## src/dmaSettings.svh

```systemverilog
// Sizing macros shared by the DMA controller RTL.
// Include in any file that sizes a FIFO, an address or a word count.
`ifndef DMA_SETTINGS_SVH
`define DMA_SETTINGS_SVH

// FIFO words, must be a power of two
`define DMA_FIFO_DEPTH 8

// Processor bus address width
`define DMA_ADDR_W 32

// Word count register width
`define DMA_COUNT_W 16

`endif

```

## src/dmaBusPkg.sv

```systemverilog
// Types for the processor-bus side of the DMA controller.
// Used by the bus master FSM and by the register block for the direction bit.
`default_nettype none

package dmaBusPkg;

    // Bus master sequence
    // One pass through address, data and finish per word while the bus is held
    typedef enum logic [2:0] {
        stIdle    = 3'd0,
        stRequest = 3'd1,
        stGrant   = 3'd2,
        stAddress = 3'd3,
        stData    = 3'd4,
        stFinish  = 3'd5,
        stRelease = 3'd6
    } busStateT;

    // Reads fill the FIFO in memToPeriph, writes drain it in periphToMem
    typedef enum logic {
        memToPeriph = 1'b0,
        periphToMem = 1'b1
    } dirT;

endpackage

`default_nettype wire

```

## src/dmaRegPkg.sv

```systemverilog
// Types for the APB register side of the DMA controller.
// Offsets are byte addresses within the register block.
`default_nettype none

package dmaRegPkg;

    // APB register map
    typedef enum logic [3:0] {
        addrReg   = 4'd0,
        countReg  = 4'd4,
        ctrlReg   = 4'd8,
        statusReg = 4'd12
    } regOffsetT;

    // Status register layout, done sits in bit 0
    // Done is write-one-to-clear
    typedef struct packed {
        logic busy;
        logic done;
    } statusT;

endpackage

`default_nettype wire

```

## src/dmaIfs.sv

```systemverilog
// Internal interfaces of the DMA controller.
// dmaFifoIf joins the bus FSM and the peripheral port to the FIFO,
// dmaCountIf joins the bus FSM to the address counter.
`timescale 1ns/1ps
`default_nettype none
`include "dmaSettings.svh"

interface dmaFifoIf;
    logic        push;
    logic [31:0] pushData;
    logic        pop;
    logic [31:0] popData;
    logic        full;
    logic        empty;
    // Second port pair, driven straight from the peripheral pins
    logic        periphPush;
    logic [31:0] periphPushData;
    logic        periphPop;

    modport fifo (
        input  push, pushData, pop, periphPush, periphPushData, periphPop,
        output popData, full, empty
    );
    modport bus (
        output push, pushData, pop,
        input  popData, full, empty
    );
endinterface

interface dmaCountIf;
    logic                   load;
    logic                   step;
    logic [`DMA_ADDR_W-1:0] busAddr;
    logic                   lastWord;

    modport counter (input load, step, output busAddr, lastWord);
    modport control (output load, step, input busAddr, lastWord);
endinterface

`default_nettype wire

```

## src/dmaRegs.sv

```systemverilog
// APB register block of the DMA controller.
// Holds start address, word count and control, reports busy and done,
// and raises the interrupt when done is set and enabled.
`timescale 1ns/1ps
`default_nettype none
`include "dmaSettings.svh"

module dmaRegs (
    input  wire                      BCLK,
    input  wire                      CCRESET_,
    input  wire                      psel,
    input  wire                      penable,
    input  wire                      pwrite,
    input  wire  [3:0]               paddr,
    input  wire  [31:0]              pwdata,
    output logic [31:0]              prdata,
    output logic                     startPulse,
    output dmaBusPkg::dirT           dir,
    output logic [`DMA_ADDR_W-1:0]   startAddr,
    output logic [`DMA_COUNT_W-1:0]  wordCount,
    input  wire                      busy,
    input  wire                      donePulse,
    output logic                     irq
);
    // Control register bits
    localparam int startBit = 0;
    localparam int dirBit   = 1;
    localparam int irqEnBit = 2;

    dmaRegPkg::regOffsetT offset;
    dmaRegPkg::statusT    status;
    logic                 wrAccess;
    logic                 irqEn;
    logic                 doneBit;

    assign offset   = dmaRegPkg::regOffsetT'(paddr);
    assign wrAccess = psel && penable && pwrite;
    assign status   = '{busy: busy, done: doneBit};
    assign irq      = doneBit && irqEn;

    always_ff @(posedge BCLK or negedge CCRESET_) begin
        if (!CCRESET_) begin
            startAddr  <= '0;
            wordCount  <= '0;
            dir        <= dmaBusPkg::memToPeriph;
            irqEn      <= 1'b0;
            startPulse <= 1'b0;
            doneBit    <= 1'b0;
        end else begin
            // Start is not stored, it only fires for one cycle
            startPulse <= wrAccess && (offset == dmaRegPkg::ctrlReg) && pwdata[startBit];
            if (wrAccess) begin
                case (offset)
                    dmaRegPkg::addrReg:  startAddr <= pwdata[`DMA_ADDR_W-1:0];
                    dmaRegPkg::countReg: wordCount <= pwdata[`DMA_COUNT_W-1:0];
                    dmaRegPkg::ctrlReg: begin
                        dir   <= dmaBusPkg::dirT'(pwdata[dirBit]);
                        irqEn <= pwdata[irqEnBit];
                    end
                    default: ;
                endcase
            end
            // A new completion wins over a clear in the same cycle
            if (donePulse) begin
                doneBit <= 1'b1;
            end else if (wrAccess && (offset == dmaRegPkg::statusReg) && pwdata[0]) begin
                doneBit <= 1'b0;
            end
        end
    end

    always_comb begin
        case (offset)
            dmaRegPkg::addrReg:   prdata = 32'(startAddr);
            dmaRegPkg::countReg:  prdata = 32'(wordCount);
            dmaRegPkg::ctrlReg:   prdata = {29'b0, irqEn, dir, 1'b0};
            dmaRegPkg::statusReg: prdata = 32'(status);
            default:              prdata = '0;
        endcase
    end
endmodule

`default_nettype wire

```

## src/dmaFifo.sv

```systemverilog
// Word FIFO between the processor bus and the peripheral port.
// Either side may push or pop, but only one writer and one reader per direction.
`timescale 1ns/1ps
`default_nettype none
`include "dmaSettings.svh"

module dmaFifo (
    input wire     BCLK,
    input wire     CCRESET_,
    dmaFifoIf.fifo fifo
);
    localparam int ptrW = $clog2(`DMA_FIFO_DEPTH);
    localparam logic [ptrW:0] fullCount = `DMA_FIFO_DEPTH;

    logic [31:0]     mem [`DMA_FIFO_DEPTH];
    logic [ptrW-1:0] wrPtr;
    logic [ptrW-1:0] rdPtr;
    logic [ptrW:0]   used;
    logic            wrEn;
    logic            rdEn;
    logic [31:0]     wrData;

    // Peripheral side completes only when its ready or valid is high
    assign wrEn   = fifo.push || (fifo.periphPush && !fifo.full);
    assign rdEn   = fifo.pop || (fifo.periphPop && !fifo.empty);
    assign wrData = fifo.push ? fifo.pushData : fifo.periphPushData;

    assign fifo.full    = (used == fullCount);
    assign fifo.empty   = (used == '0);
    assign fifo.popData = mem[rdPtr];

    always_ff @(posedge BCLK or negedge CCRESET_) begin
        if (!CCRESET_) begin
            wrPtr <= '0;
            rdPtr <= '0;
            used  <= '0;
        end else begin
            if (wrEn) wrPtr <= wrPtr + 1'b1;
            if (rdEn) rdPtr <= rdPtr + 1'b1;
            case ({wrEn, rdEn})
                2'b10:   used <= used + 1'b1;
                2'b01:   used <= used - 1'b1;
                default: ;
            endcase
        end
    end

    always_ff @(posedge BCLK) begin
        if (wrEn) mem[wrPtr] <= wrData;
    end

    // The bus FSM only starts a word when the FIFO has room or data for it
    noPushFull: assert property (@(posedge BCLK) disable iff (!CCRESET_)
        fifo.push |-> !fifo.full) else $error("FIFO push while full");
    noPopEmpty: assert property (@(posedge BCLK) disable iff (!CCRESET_)
        fifo.pop |-> !fifo.empty) else $error("FIFO pop while empty");
    oneSidePerDir: assert property (@(posedge BCLK) disable iff (!CCRESET_)
        !(fifo.push && fifo.periphPush) && !(fifo.pop && fifo.periphPop))
        else $error("Bus and peripheral use the same FIFO port");
endmodule

`default_nettype wire

```

## src/dmaAddrCounter.sv

```systemverilog
// Bus address and remaining word count of a DMA transfer.
// Loaded at start, stepped once per finished bus cycle.
`timescale 1ns/1ps
`default_nettype none
`include "dmaSettings.svh"

module dmaAddrCounter (
    input wire                     BCLK,
    input wire                     CCRESET_,
    input wire [`DMA_ADDR_W-1:0]   startAddr,
    input wire [`DMA_COUNT_W-1:0]  wordCount,
    dmaCountIf.counter             cnt
);
    logic [`DMA_ADDR_W-1:0]  addr;
    logic [`DMA_COUNT_W-1:0] remaining;

    always_ff @(posedge BCLK or negedge CCRESET_) begin
        if (!CCRESET_) begin
            addr      <= '0;
            remaining <= '0;
        end else if (cnt.load) begin
            addr      <= startAddr;
            remaining <= wordCount;
        end else if (cnt.step) begin
            // Longword steps on a 32-bit bus
            addr      <= addr + `DMA_ADDR_W'(4);
            remaining <= remaining - 1'b1;
        end
    end

    assign cnt.busAddr  = addr;
    // Still counts the word in flight, so this marks the final bus cycle
    assign cnt.lastWord = (remaining == `DMA_COUNT_W'(1));
endmodule

`default_nettype wire

```

## src/cpuBusSm.sv

```systemverilog
// Bus master FSM for a 68030-style processor bus.
// Requests the bus, runs one longword cycle per word, ends it on DSACK or STERM,
// and moves the word between the bus and the FIFO.
`timescale 1ns/1ps
`default_nettype none

module cpuBusSm (
    input  wire                 BCLK,
    input  wire                 CCRESET_,
    input  wire                 startPulse,
    input  wire dmaBusPkg::dirT dir,
    output logic                busy,
    output logic                donePulse,
    input  wire                 busGrantN,
    input  wire                 asInN,
    input  wire  [1:0]          dsackN,
    input  wire                 stermN,
    output logic                breq,
    output logic                bgack,
    output logic                asN,
    output logic                dsN,
    output logic                busRw,
    input  wire  [31:0]         dataIn,
    output logic [31:0]         dataOut,
    dmaFifoIf.bus               fifo,
    dmaCountIf.control          cnt
);
    dmaBusPkg::busStateT state;
    dmaBusPkg::dirT      xferDir;
    dmaBusPkg::dirT      curDir;
    logic                grantSyncN;
    logic                asInSyncN;
    logic                stermSyncN;
    logic [1:0]          dsackSyncN;
    logic [31:0]         readData;
    logic                room;
    logic                termSeen;

    // Asynchronous bus inputs pass one flop
    always_ff @(posedge BCLK or negedge CCRESET_) begin
        if (!CCRESET_) begin
            grantSyncN <= 1'b1;
            asInSyncN  <= 1'b1;
            stermSyncN <= 1'b1;
            dsackSyncN <= 2'b11;
        end else begin
            grantSyncN <= busGrantN;
            asInSyncN  <= asInN;
            stermSyncN <= stermN;
            dsackSyncN <= dsackN;
        end
    end

    // 32-bit port only, so both DSACK lines or STERM end the cycle
    assign termSeen = (dsackSyncN == 2'b00) || !stermSyncN;
    assign curDir   = (state == dmaBusPkg::stIdle) ? dir : xferDir;
    // Space for a read word or data for a write word
    assign room     = (curDir == dmaBusPkg::memToPeriph) ? !fifo.full : !fifo.empty;

    always_ff @(posedge BCLK or negedge CCRESET_) begin
        if (!CCRESET_) begin
            state     <= dmaBusPkg::stIdle;
            xferDir   <= dmaBusPkg::memToPeriph;
            busy      <= 1'b0;
            donePulse <= 1'b0;
            breq      <= 1'b0;
            bgack     <= 1'b0;
            asN       <= 1'b1;
            dsN       <= 1'b1;
            busRw     <= 1'b1;
        end else begin
            donePulse <= 1'b0;
            case (state)
                dmaBusPkg::stIdle: if (startPulse) begin
                    xferDir <= dir;
                    busy    <= 1'b1;
                    breq    <= room;
                    state   <= dmaBusPkg::stRequest;
                end
                dmaBusPkg::stRequest: begin
                    if (!breq) begin
                        breq <= room;
                    end else if (!grantSyncN && asInSyncN) begin
                        // Take the bus once the previous master has let go of AS
                        breq  <= 1'b0;
                        bgack <= 1'b1;
                        state <= dmaBusPkg::stGrant;
                    end
                end
                dmaBusPkg::stGrant: begin
                    if (room) begin
                        asN   <= 1'b0;
                        busRw <= (xferDir == dmaBusPkg::memToPeriph);
                        state <= dmaBusPkg::stAddress;
                    end else begin
                        bgack <= 1'b0;
                        state <= dmaBusPkg::stRelease;
                    end
                end
                dmaBusPkg::stAddress: begin
                    dsN   <= 1'b0;
                    state <= dmaBusPkg::stData;
                end
                dmaBusPkg::stData: if (termSeen) begin
                    asN   <= 1'b1;
                    dsN   <= 1'b1;
                    state <= dmaBusPkg::stFinish;
                end
                dmaBusPkg::stFinish: begin
                    if (cnt.lastWord) begin
                        bgack     <= 1'b0;
                        busy      <= 1'b0;
                        donePulse <= 1'b1;
                        state     <= dmaBusPkg::stRelease;
                    end else begin
                        // Hold the bus and recheck the FIFO in grant
                        state <= dmaBusPkg::stGrant;
                    end
                end
                dmaBusPkg::stRelease: begin
                    state <= busy ? dmaBusPkg::stRequest : dmaBusPkg::stIdle;
                end
                default: state <= dmaBusPkg::stIdle;
            endcase
        end
    end

    // Read data latched on the terminating edge, write data taken from the FIFO head
    always_ff @(posedge BCLK) begin
        if (state == dmaBusPkg::stData && termSeen) readData <= dataIn;
        if (state == dmaBusPkg::stGrant) dataOut <= fifo.popData;
    end

    assign cnt.load      = (state == dmaBusPkg::stIdle) && startPulse;
    assign cnt.step      = (state == dmaBusPkg::stFinish);
    assign fifo.push     = (state == dmaBusPkg::stFinish) && (xferDir == dmaBusPkg::memToPeriph);
    assign fifo.pushData = readData;
    assign fifo.pop      = (state == dmaBusPkg::stFinish) && (xferDir == dmaBusPkg::periphToMem);

    asOnlyWithBgack: assert property (@(posedge BCLK) disable iff (!CCRESET_)
        !asN |-> bgack) else $error("AS driven without bus ownership");
    breqBgackOverlap: assert property (@(posedge BCLK) disable iff (!CCRESET_)
        (breq && bgack) |=> !(breq && bgack)) else $error("BR and BGACK overlap too long");
    addrStable: assert property (@(posedge BCLK) disable iff (!CCRESET_)
        !asN |=> asN || $stable(cnt.busAddr)) else $error("Address moved during a bus cycle");
endmodule

`default_nettype wire

```

## src/dmaTop.sv

```systemverilog
// Top level of the DMA controller: APB registers, bus master, address counter
// and FIFO. The peripheral drives only the port that matches the direction.
`timescale 1ns/1ps
`default_nettype none
`include "dmaSettings.svh"

module dmaTop (
    input  wire                    BCLK,
    input  wire                    CCRESET_,
    input  wire                    psel,
    input  wire                    penable,
    input  wire                    pwrite,
    input  wire  [3:0]             paddr,
    input  wire  [31:0]            pwdata,
    output logic [31:0]            prdata,
    output logic                   irq,
    input  wire                    busGrantN,
    input  wire                    asInN,
    input  wire  [1:0]             dsackN,
    input  wire                    stermN,
    output logic                   breq,
    output logic                   bgack,
    output logic                   asN,
    output logic                   dsN,
    output logic                   busRw,
    output logic [`DMA_ADDR_W-1:0] busAddr,
    input  wire  [31:0]            dataIn,
    output logic [31:0]            dataOut,
    input  wire                    periphWrValid,
    input  wire  [31:0]            periphWrData,
    output logic                   periphWrReady,
    output logic                   periphRdValid,
    output logic [31:0]            periphRdData,
    input  wire                    periphRdReady
);
    logic                    startPulse;
    dmaBusPkg::dirT          dir;
    logic [`DMA_ADDR_W-1:0]  startAddr;
    logic [`DMA_COUNT_W-1:0] wordCount;
    logic                    busy;
    logic                    donePulse;

    dmaFifoIf  fifoIf ();
    dmaCountIf countIf ();

    // Peripheral pins go straight to the FIFO's second port pair
    assign fifoIf.periphPush     = periphWrValid;
    assign fifoIf.periphPushData = periphWrData;
    assign fifoIf.periphPop      = periphRdReady;
    assign periphWrReady         = !fifoIf.full;
    assign periphRdValid         = !fifoIf.empty;
    assign periphRdData          = fifoIf.popData;
    assign busAddr               = countIf.busAddr;

    dmaRegs regs0 (
        .BCLK, .CCRESET_, .psel, .penable, .pwrite, .paddr, .pwdata, .prdata,
        .startPulse, .dir, .startAddr, .wordCount, .busy, .donePulse, .irq
    );

    dmaFifo fifo0 (.BCLK, .CCRESET_, .fifo(fifoIf.fifo));

    dmaAddrCounter counter0 (.BCLK, .CCRESET_, .startAddr, .wordCount, .cnt(countIf.counter));

    cpuBusSm busSm0 (
        .BCLK, .CCRESET_, .startPulse, .dir, .busy, .donePulse,
        .busGrantN, .asInN, .dsackN, .stermN,
        .breq, .bgack, .asN, .dsN, .busRw, .dataIn, .dataOut,
        .fifo(fifoIf.bus), .cnt(countIf.control)
    );
endmodule

`default_nettype wire

```

## config.mk

```make
export PLATFORM = sky130hd
export DESIGN_NAME = dmaTop
export DESIGN_NICKNAME = d
export VERILOG_FILES = /design/src/dmaBusPkg.sv /design/src/dmaRegPkg.sv /design/src/dmaIfs.sv /design/src/dmaRegs.sv /design/src/dmaFifo.sv /design/src/dmaAddrCounter.sv /design/src/cpuBusSm.sv /design/src/dmaTop.sv
export VERILOG_INCLUDE_DIRS = /design/src
export SDC_FILE = /design/constraint.sdc
export NUM_CORES = 1
export LEC_CHECK = 0
export BUFFER_PORTS_ARGS = -buffer_cell sky130_fd_sc_hd__buf_2
export CAP_MARGIN = 40
export CELL_PAD_IN_SITES_DETAIL_PLACEMENT = 0
export CELL_PAD_IN_SITES_GLOBAL_PLACEMENT = 1
export CORE_AREA = 5 5 193 195
export DETAILED_ROUTE_END_ITERATION = 16
export DIE_AREA = 0 0 198 200
export GPL_TIMING_DRIVEN = 1
export PLACE_DENSITY_LB_ADDON = 0.15
export SLEW_MARGIN = 20
export SYNTH_ARGS = -nofsm -noshare
export SYNTH_HDL_FRONTEND = slang
export SYNTH_HIERARCHICAL = 1
export SYNTH_SLANG_ARGS = --single-unit
export TNS_END_PERCENT = 1
```

## constraint.sdc

```tcl
create_clock -name BCLK -period 14.35 [get_ports BCLK]
set_input_delay 0 -clock BCLK [delete_from_list [all_inputs] [get_ports BCLK]]
set_output_delay 0 -clock BCLK [all_outputs]
set_load 0.1 [all_outputs]
```

==> run_results.csv, run 1 <==
group,metric,value,unit
run_status,status,"completed",
global_routing,track_usage,0.202,
yosys,async_flop_share,0.283,
placement,dp_hpwl,25800,µm
yosys,synth_area_per_cell,17.4,µm²
setup_path,crit_path_start,"busSm0/state[2]",
routing,ant_nets,0,
setup_path,endpoint,"fifo0/used[3]",
clocking,cts-buffers-inserted,46,
setup_path,r2r_setup_slack,10.90,ns
yosys,synthFlopType,"edfxtp_1",
yosys,synth_mux_area_frac,0.163,
setup_path,cp.arrival,3.87,ns
final_layout,mostFrequentLayoutCell,"edfxtp_1",
clocking,cts_tree,"done",
yosys,synthAdderAreaFrac,0.00650,
setup_path,r2r-start,"busSm0/state[2]",
final_layout,final_cell_mix,"edfxtp_1 (320), buf_2 (246), mux2_2 (121)",
routing,wirelength,40200,µm
floorplanning,die_h,200,µm
yosys,synth-simple-area-share,0.0618,
setup_path,r2r.worst_path.cells,9,
yosys,yosys.area.top_type,"edfxtp_1",
placement,place_inst,1735,
pwr,powerDensity,214,mW/mm²
setup_path,cp-end-kind,"register",
placement,gp_congestion,0.766,
sta,tns,0,ns
global_routing,grt_max_degree,91,
final_layout,area_delta_synth_final,23.4,%
routing,viasPerCell,5.43,
sta,rsz0062_at_grt,"false",
sta,slew_violations,0,
clocking,h-tree-depth,2,
clocking,path_clk_slew,0.06,ns
routing,post-route-drc-count,0,
clocking,cts_sinks,446,
yosys,seq_area_frac_synth,0.691,
setup_path,worst-setup-path-type,"register to register",
pwr,pwr-share-comb,0.394,
sta,tightest_slew,0.842,ns
routing,wl_per_cell,20.8,µm
pwr,pwr-share-clk,0.232,
setup_path,cp_data_required_time,14.77,ns
sta,timing.hold.ws,0.0621,ns
pwr,switchingPower,2.01,mW
yosys,synth-warning-count,6,
clocking,cts_max_path_buffers,3,
yosys,synthXorXnorAreaFrac,0.0218,
sta,hold_viol,0,
clocking,cts_setup_buffers,0,
yosys,synth_top_family_by_area,"multiplexers",
global_routing,grt_pass1_wl,62600,µm
clocking,cts_resized,0,
sta,setup_viol,0,
pwr,p_seq_frac,0.374,
setup_path,r2r-end,"fifo0/used[3]",
floorplanning,fp.coreArea,0.0352,mm²
pwr,max-vdd-ir-drop,332,µV
pwr,p_sw_frac,0.412,
yosys,synth_edf_count,320,
floorplanning,ios,248,
floorplanning,initial_utilization,0.525,
sta,relSlewSlack,0.437,
yosys,syn_nets,1183,
yosys,synth.distinct_cells,68,
setup_path,start_kind,"register",
routing,vias,10500,
sta,fmax,290,MHz
run,maxCapViolations,0,
clocking,ctsHoldBuffers,109,
final_layout,drive_gt1_frac,0.366,
yosys,synth_compound_area_frac,0.0325,
floorplanning,die_w,198,µm
routing,drtPass1Iterations,4,
final_layout,final_core_util,0.648,
yosys,ys_seq_elements,446,
yosys,yosysTopAreaCellShare,0.520,
placement,postPlaceCellArea,0.0203,mm²
final_layout,layout.cells.non_filler,1931,
placement,portBuffers,247,
sta,finalCritPeriodShare,0.240,
pwr,power_leakage,8.79,nW
floorplanning,num_rows,69,
sta,period_needed,3.45,ns
yosys,ys_top_cells_by_area,"edfxtp_1 (52%), dfrtp_1 (16%), mux2_2 (7.4%)",
yosys,syn-instance-count,1062,
setup_path,cp_max_fo,34,
global_routing,grt_pass1_vias,11000,
global_routing,antenna_found_initial,0,
final_layout,fin_area,0.0228,mm²
min_path,hold_path.class,"input pin to register",
final_layout,final_nets,1554,
clocking,clk_latency,0.55,ns
routing,drt-initial-drc-count,619,
pwr,p_int,2.87,mW
sta,timing.clock.skew,0.0193,ns
global_routing,grt-ovfl-total,0,
floorplanning,fp.dieArea,0.0396,mm²
yosys,syn-cell-area,0.0185,mm²
clocking,cts_root_buf,"clkbuf_16",
## registers in the layout (all words and copies together), names as in the netlist, 3 cells and up
| name | count |
|---|---|
| counter0/remaining | 16 |
| busSm0/state | 3 |
| regs0/startAddr | 32 |
| busSm0/dataOut | 32 |
| fifo0/wrPtr | 3 |
| fifo0/mem | 256 |
| fifo0/rdPtr | 3 |
| counter0/cnt.busAddr | 32 |
| busSm0/fifo.pushData | 32 |
| regs0/wordCount | 16 |
| fifo0/used | 4 |
## synthesized netlist by cell type (all sizes together) (2+ instances only)
cell	n
edfxtp	320
mux2	124
dfrtp	118
mux4	65
nand2	64
o21ai	53
buf	34
clkbuf	26
xnor2	26
and2	20
xor2	20
inv	17
nand3	14
a22o	13
nor2	13
nor4	13
nor3	11
nand4	10
and3	9
nor4b	9
dfstp	8
ha	8
and4	6
mux2i	6
a21oi	5
nor3b	5
or3	5
a31oi	4
nor2b	4
o21a	3
or2	3
a21o	2
nor4bb	2
o211ai	2
o21ba	2
o311ai	2
or3b	2
or4	2
## area by class of cell
cell class              count  area (µm²)
flip-flops and latches    446       12800
well taps                 461         577
clock inverters            23         215
diodes                      1        2.50
inverters                  17        63.8
clock buffers              61        1220
multi-input cells         539        5360
repair buffers            383        2610
fillers                  2550       12400
## stage by stage
stage / total power, mW / worst slack, ns
2_1_floorplan: 3.40 / 9.06
3_3_place_gp: 3.73 / 10.93
3_5_place_dp: 3.77 / 10.88
4_1_cts: 4.94 / 10.88
5_1_grt: 5.09 / 10.69
6_report: 4.88 / 10.90
## power groups by stage
stage	clock network, mW	logic [mW]	registers (mW)
global route	1.22	2.02	1.85
detailed placement	0	1.92	1.85
floorplan	0	1.36	2.03
CTS	1.16	1.95	1.83
global placement	0	1.87	1.86
finish	1.13	1.92	1.83
## worst min path at each step
stage | start | to | slack (ns) | cells past startpoint
final | penable | regs0/wordCount[0] | 0.06 | 3
after global routing | penable | regs0/wordCount[0] | 0.05 | 3
after CTS | penable | regs0/doneBit | 0.06 | 4
after detailed placement | CCRESET_ | regs0/startAddr[10] | -0.0003 | 1
after global placement | asInN | busSm0/asInSyncN | 0.11 | 1
after floorplan | CCRESET_ | busSm0/bgack | -0.30 | 0
## routing by layer
metal  vias to the layer above  share of wire  wire length (µm)  GRT usage
li1                       4885              -                 -          -
met1                      5314           0.44             17800      0.288
met2                       236           0.49             19900      0.336
met3                        53          0.045              1820     0.0321
met4                         0          0.018               726     0.0454
met5                         -              0                 0          0
## cells by family (layout without fill, tap and decap cells)
group,count (synthesis),after routing
simple gates,195,195
fa+ha+maj,9,9
other cells,0,1
flops,446,446
compound gates,94,94
mux,195,195
xor+xnor,46,46
buf+inv,77,484
## worst max-delay path, stage by stage, from the launching register on
cell and delay [ns]:
dfrtp_1 0.59, inv_1 0.14, nor4_2 0.22, buf_4 0.50, o21ba_2 0.36, ha_1 0.35
ha_1 0.39, or4b_1 0.53, o311ai_0 0.11, o211ai_1 0.13
Note: power is estimated with default switching activity, not from simulation.
==> inputs of run 2 (changes only) <==
--- a/config.mk
+++ b/config.mk
@@ -10,9 +10,9 @@
 export CAP_MARGIN = 40
 export CELL_PAD_IN_SITES_DETAIL_PLACEMENT = 0
 export CELL_PAD_IN_SITES_GLOBAL_PLACEMENT = 1
-export CORE_AREA = 5 5 193 195
+export CORE_AREA = 5 5 201 203
 export DETAILED_ROUTE_END_ITERATION = 16
-export DIE_AREA = 0 0 198 200
+export DIE_AREA = 0 0 206 208
 export GPL_TIMING_DRIVEN = 1
 export PLACE_DENSITY_LB_ADDON = 0.15
 export SLEW_MARGIN = 20
==> constraint.sdc (replaced) <==
create_clock -name BCLK -period 3.2 [get_ports BCLK]
set_input_delay 0 -clock BCLK [delete_from_list [all_inputs] [get_ports BCLK]]
set_output_delay 0 -clock BCLK [all_outputs]
set_load 0.1 [all_outputs]
==> run 2 against run 1 <==
Effect of this change: register-to-register slack got worse by 11 ns; utilization down 4.3 points; clock skew about the same.
==> run_results.csv, run 2 (synthesized netlist as in run 1, its figures left out) <==
group,metric,value,unit
run_status,status,"completed",
final_layout,final_nets,1565,
placement,place_inst,1801,
global_routing,grt-ovfl-total,0,
sta,worst_slack,0.245,ns
sta,slew_violations,0,
floorplanning,fp.dieArea,0.0428,mm²
run,maxCapViolations,0,
setup_path,cp_data_required_time,3.20,ns
clocking,cts_setup_buffers,0,
sta,hold_viol,0,
final_layout,final_cell_mix,"edfxtp_1 (320), buf_2 (246), mux2_2 (121)",
final_layout,layout.cells.non_filler,2001,
sta,timing.hold.ws,0.0680,ns
final_layout,fillers,2859,
sta,timing.clock.skew,0.0189,ns
pwr,power_leakage,8.93,nW
final_layout,mostFrequentLayoutCell,"edfxtp_1",
floorplanning,die_h,208,µm
setup_path,critPathSlowestCell,"dfrtp_4",
sta,period_needed,2.95,ns
routing,post-route-drc-count,0,
clocking,cts-buffers-inserted,47,
sta,relSlewSlack,0.504,
routing,wirelength,41700,µm
sta,finalCritPeriodShare,0.923,
global_routing,globalRouteMet2Util,0.315,
sta,rsz0062_at_grt,"false",
setup_path,cp.arrival,2.95,ns
min_path,hold_path.class,"input pin to register",
sta,setup_viol,0,
floorplanning,ios,248,
setup_path,worst-setup-path-type,"register to output port",
setup_path,worst_path_largest_cell_delay,0.78,ns
pwr,max-vdd-ir-drop,732,µV
setup_path,path_cells,"buf_4 -> mux4_1 -> mux2_2 -> buf_2",
final_layout,ff_latch_area,0.0128,mm²
setup_path,cp_max_fo,30,
final_layout,drive_gt1_frac,0.374,
routing,drtPass1Iterations,5,
pwr,powerDensity,966,mW/mm²
placement,dpl_worst_slack,0.344,ns
floorplanning,num_rows,72,
global_routing,grt_max_degree,97,
global_routing,grt_pass1_vias,11200,
pwr,total_power,22.4,mW
final_layout,top_register,"fifo0/mem",
floorplanning,initial_utilization,0.483,
global_routing,met1_usage,0.277,
clocking,clk_latency,0.57,ns
setup_path,cp-end-kind,"output port",
global_routing,track_usage,0.195,
final_layout,area_delta_synth_final,25.3,%
clocking,h-tree-depth,2,
routing,drt-initial-drc-count,568,
clocking,cts_resized,0,
routing,ant_nets,0,
clocking,cts_sinks,446,
routing,wl_per_cell,20.8,µm
sta,fmax,338,MHz
floorplanning,fp.coreArea,0.0383,mm²
placement,portBuffers,247,
clocking,cts_tree,"done",
routing,viasPerCell,5.30,
final_layout,largest_reg_flops,256,
global_routing,top_usage_layer,"met2",
global_routing,antenna_found_initial,2,
setup_path,r2r_setup_slack,0.33,ns
final_layout,multiInputGateArea,0.00541,mm²
clocking,cts_max_path_buffers,3,
floorplanning,die_w,206,µm
placement,dp_hpwl,26100,µm
global_routing,grt_use_met3,0.0406,
routing,vias,10600,
placement,gp_congestion,0.797,
setup_path,start_kind,"register",
clocking,path_clk_slew,0.06,ns
clocking,cts_root_buf,"clkbuf_16",
clocking,ctsHoldBuffers,110,
global_routing,grt_pass1_wl,64800,µm
sta,tightest_slew,0.745,ns
==> run 2: power by group <==
| group | total (mW) | internal, mW | leakage [nW] | switching, mW |
|---|---|---|---|---|
| Combinational | 8.61 | 2.42 | 3.61 | 6.19 |
| Clock | 5.44 | 3.23 | 0.775 | 2.21 |
| Sequential | 8.33 | 7.56 | 4.55 | 0.770 |
| Total | 22.4 | 13.2 | 8.93 | 9.17 |
==> run 2: final timing paths <==
path	startpoint	to	depth (start not counted)
worst max-delay path	fifo0/rdPtr[0]	periphRdData[1]	4
worst min-delay path	asInN	busSm0/asInSyncN	2
min in group asynchronous	CCRESET_	regs0/startAddr[12]	3
worst min register to register	regs0/startAddr[27]	counter0/cnt.busAddr[27]	2
max in group asynchronous	CCRESET_	busSm0/asInSyncN	5
worst max register to register	busSm0/state[1]	fifo0/used[3]	9
==> run 2: critical path, delay by kind of cell, from the launching register on <==
family	cells	cell delay, ns
flops	1	0.78
mux	2	0.89
buf+inv	2	0.66
==> run 2: routing by layer <==
metal  wire length, µm  vias up  share of wire
met5                 7        -        0.00017
met4               660        2          0.016
met3              2020       44          0.048
met2             20500      252           0.49
met1             18400     5391           0.44
li1                  -     4910              -
==> run 2: final cells by class <==
cell class                 count  share of cell area
sequential                   446               0.552
multi-input combinational    539               0.233
timing repair buffer         393               0.117
clock buffer                  63              0.0569
tap                          518              0.0280
clock inverter                24              0.0104
inverter                      17             0.00275
antenna                        1            0.000108
==> run 2: per-stage QoR <==
stage                     instance area (µm²)  TNS (ns)   util
final                                   23200         0  0.605
after detailed placement                20500         0  0.535
after global routing                    23200         0  0.605
after CTS                               23100         0  0.604
after floorplan                         18500   -140.58      -
after global placement                  20500         0  0.535
==> inputs of run 3 (changes only) <==
--- a/config.mk
+++ b/config.mk
@@ -10,9 +10,9 @@
 export CAP_MARGIN = 40
 export CELL_PAD_IN_SITES_DETAIL_PLACEMENT = 0
 export CELL_PAD_IN_SITES_GLOBAL_PLACEMENT = 1
-export CORE_AREA = 5 5 201 203
+export CORE_AREA = 5 5 193 195
 export DETAILED_ROUTE_END_ITERATION = 16
-export DIE_AREA = 0 0 206 208
+export DIE_AREA = 0 0 198 200
 export GPL_TIMING_DRIVEN = 1
 export PLACE_DENSITY_LB_ADDON = 0.15
 export SLEW_MARGIN = 20
==> constraint.sdc (replaced) <==
create_clock -name BCLK -period 3.5 [get_ports BCLK]
set_input_delay 0 -clock BCLK [delete_from_list [all_inputs] [get_ports BCLK]]
set_output_delay 0 -clock BCLK [all_outputs]
set_load 0.1 [all_outputs]
==> run 3 against run 2 <==
Effect of this change: flip-flop and latch count unchanged; hold slack improved by 0.0035 ns; combinational power decreased by 8.2%; power decreased by 9.3%; register-to-register slack improved by 0.16 ns; first-iteration DRC count decreased by 4.0%; clock power decreased by 12%; via count about the same; utilization increased by 4.9 points; clock skew decreased by 0.0063 ns; final cell count decreased by 2.9%; critical path depth increased by 4; largest cell class unchanged; largest power group unchanged.
==> run_results.csv, run 3 (synthesized netlist as in run 1, its figures left out) <==
group,metric,value,unit
run_status,status,"completed",
final_layout,layout.cells.non_filler,1942,
setup_path,worst_path_largest_cell_delay,0.61,ns
pwr,powerDensity,882,mW/mm²
global_routing,antenna_found_initial,3,
sta,slew_violations,0,
placement,dpl_worst_slack,0.470,ns
routing,wl_per_cell,21.0,µm
min_path,hold_path.class,"input pin to register",
floorplanning,ios,248,
clocking,cts-buffers-inserted,46,
floorplanning,fp.dieArea,0.0396,mm²
pwr,p_seq_frac,0.374,
floorplanning,num_rows,69,
min_path,whs_endpoint,"regs0/startAddr[0]",
placement,gp_congestion,0.792,
final_layout,drive_gt1_frac,0.369,
floorplanning,initial_utilization,0.525,
clocking,clk_latency,0.55,ns
sta,finalCritPeriodShare,0.861,
routing,drtPass1Iterations,5,
final_layout,final_core_util,0.654,
final_layout,area_delta_synth_final,24.5,%
clocking,cts_tree,"done",
run,maxCapViolations,0,
routing,drt-initial-drc-count,545,
final_layout,final_nets,1564,
setup_path,cp.arrival,3.43,ns
placement,dp_hpwl,26300,µm
pwr,max-vdd-ir-drop,1220,µV
setup_path,path_cells,"inv_1 -> nor4_2 -> o21ba_2 -> ha_1 -> ha_1 -> or4b_1 -> o311ai_0 -> o211ai_1",
sta,timing.clock.skew,0.0126,ns
sta,relSlewSlack,0.445,
pwr,switchingPower,8.28,mW
global_routing,track_usage,0.205,
sta,timing.hold.ws,0.0715,ns
setup_path,critPathSlowestCell,"o21ba_2",
setup_path,cp_common_cell,"ha_1",
setup_path,path_buf_inv,1,
placement,portBuffers,247,
setup_path,critPathTopFamily,"compound AO/OA/AOI/OAI gates",
setup_path,r2r.worst_path.cells,8,
setup_path,cp-end-kind,"register",
clocking,cts_setup_buffers,0,
setup_path,r2r-start,"busSm0/state[2]",
routing,post-route-drc-count,0,
setup_path,r2r_setup_slack,0.49,ns
setup_path,worst-setup-path-type,"register to register",
global_routing,grt_max_degree,91,
pwr,power_leakage,8.88,nW
routing,ant_nets,0,
sta,hold_viol,0,
min_path,worstHoldStart,"pwrite",
pwr,pwr-share-clk,0.237,
clocking,path_clk_slew,0.06,ns
pwr,p_sw_frac,0.408,
setup_path,cp_max_fo,14,
clocking,h-tree-depth,2,
clocking,cts_root_buf,"clkbuf_16",
global_routing,grt-ovfl-total,0,
floorplanning,die_w,198,µm
clocking,cts_max_path_buffers,3,
final_layout,largest_reg_flops,256,
floorplanning,fp.coreArea,0.0352,mm²
sta,worst_slack,0.487,ns
sta,tightest_slew,0.832,ns
setup_path,start_kind,"register",
clocking,cts_sinks,446,
final_layout,mostFrequentLayoutCell,"edfxtp_1",
routing,viasPerCell,5.46,
global_routing,grt_pass1_wl,63000,µm
global_routing,grt_pass1_vias,11200,
floorplanning,die_h,200,µm
final_layout,top_register,"fifo0/mem",
setup_path,r2r-end,"fifo0/used[3]",
sta,fmax,332,MHz
placement,place_inst,1745,
routing,vias,10600,
pwr,pwr-share-comb,0.389,
final_layout,final_cell_mix,"edfxtp_1 (320), buf_2 (247), mux2_2 (121)",
min_path,min_path_cells,4,
sta,period_needed,3.01,ns
routing,wirelength,40900,µm
pwr,p_int,12.0,mW
placement,postPlaceCellArea,0.0204,mm²
final_layout,fin_area,0.0230,mm²
sta,setup_viol,0,
setup_path,cp_data_required_time,3.92,ns
sta,rsz0062_at_grt,"false",
## run 3: changes by cell type in the layout (fill, tap and decap cells not counted), sizes merged
| cell | delta |
|---|---|
| buf | +1 |
| bufinv | -1 |
| clkbuf | +8 |
| clkinv | -10 |
| diode | +1 |
| dlygate4sd3 | -1 |
## run 3: timing repair
item / CTS / global route
resized for setup: 0 / 0
endpoints found under the hold margin: 447 / 0
hold buffers: 111 / 0
## run 3: metrics by stage
stage | setup TNS (ns) | total power, mW
global route | 0 | 21.1
floorplan | -67.14 | 13.9
finish | 0 | 20.3
CTS | 0 | 20.5
global placement | 0 | 15.4
detailed placement | 0 | 15.6
## run 3: power by group through the flow
stage               Clock, mW  Sequential, mW  Combinational, mW
floorplan                   0            8.31               5.62
CTS                      4.91            7.61               8.00
global route             5.13            7.71               8.28
finish                   4.80            7.59               7.90
detailed placement          0            7.71               7.88
global placement            0            7.79               7.64
## run 3: worst min-delay path: cells and delay by family
kind / cells / cell delay, ns
muxes: 1 / 0.22
and+or+nand+nor: 2 / 0.26
buffers and inverters: 1 / 0.10
## run 3: how the worst max path moves through the flow
stage	start	end	slack, ns	depth (start not counted)
6_report	busSm0/state[2]	fifo0/used[3]	0.49	8
5_1_grt	busSm0/state[2]	fifo0/used[3]	0.30	8
4_1_cts	busSm0/state[2]	fifo0/used[3]	0.46	8
3_5_place_dp	busSm0/state[2]	fifo0/used[3]	0.47	8
3_3_place_gp	busSm0/state[2]	fifo0/used[3]	0.57	8
2_1_floorplan	busSm0/state[1]	fifo0/mem[6][0]	-0.64	6
## run 3: layer usage
layer,GRT usage,wire (µm),part of all wire,vias to the layer above
met2,0.346,20300,0.50,266
met4,0.0495,811,0.020,2
met3,0.0358,2090,0.051,57
met1,0.283,17700,0.43,5358
li1,-,-,-,4912
met5,0,13,0.00032,-
## run 3: area by class of cell
cell class | instances | area [µm²]
antenna | 2 | 5.00
clock buffer | 71 | 1350
timing repair buffer | 393 | 2700
tap | 461 | 577
multi-input combinational | 539 | 5410
sequential | 446 | 12800
fill | 2534 | 12200
inverter | 17 | 63.8
clock inverter | 13 | 144
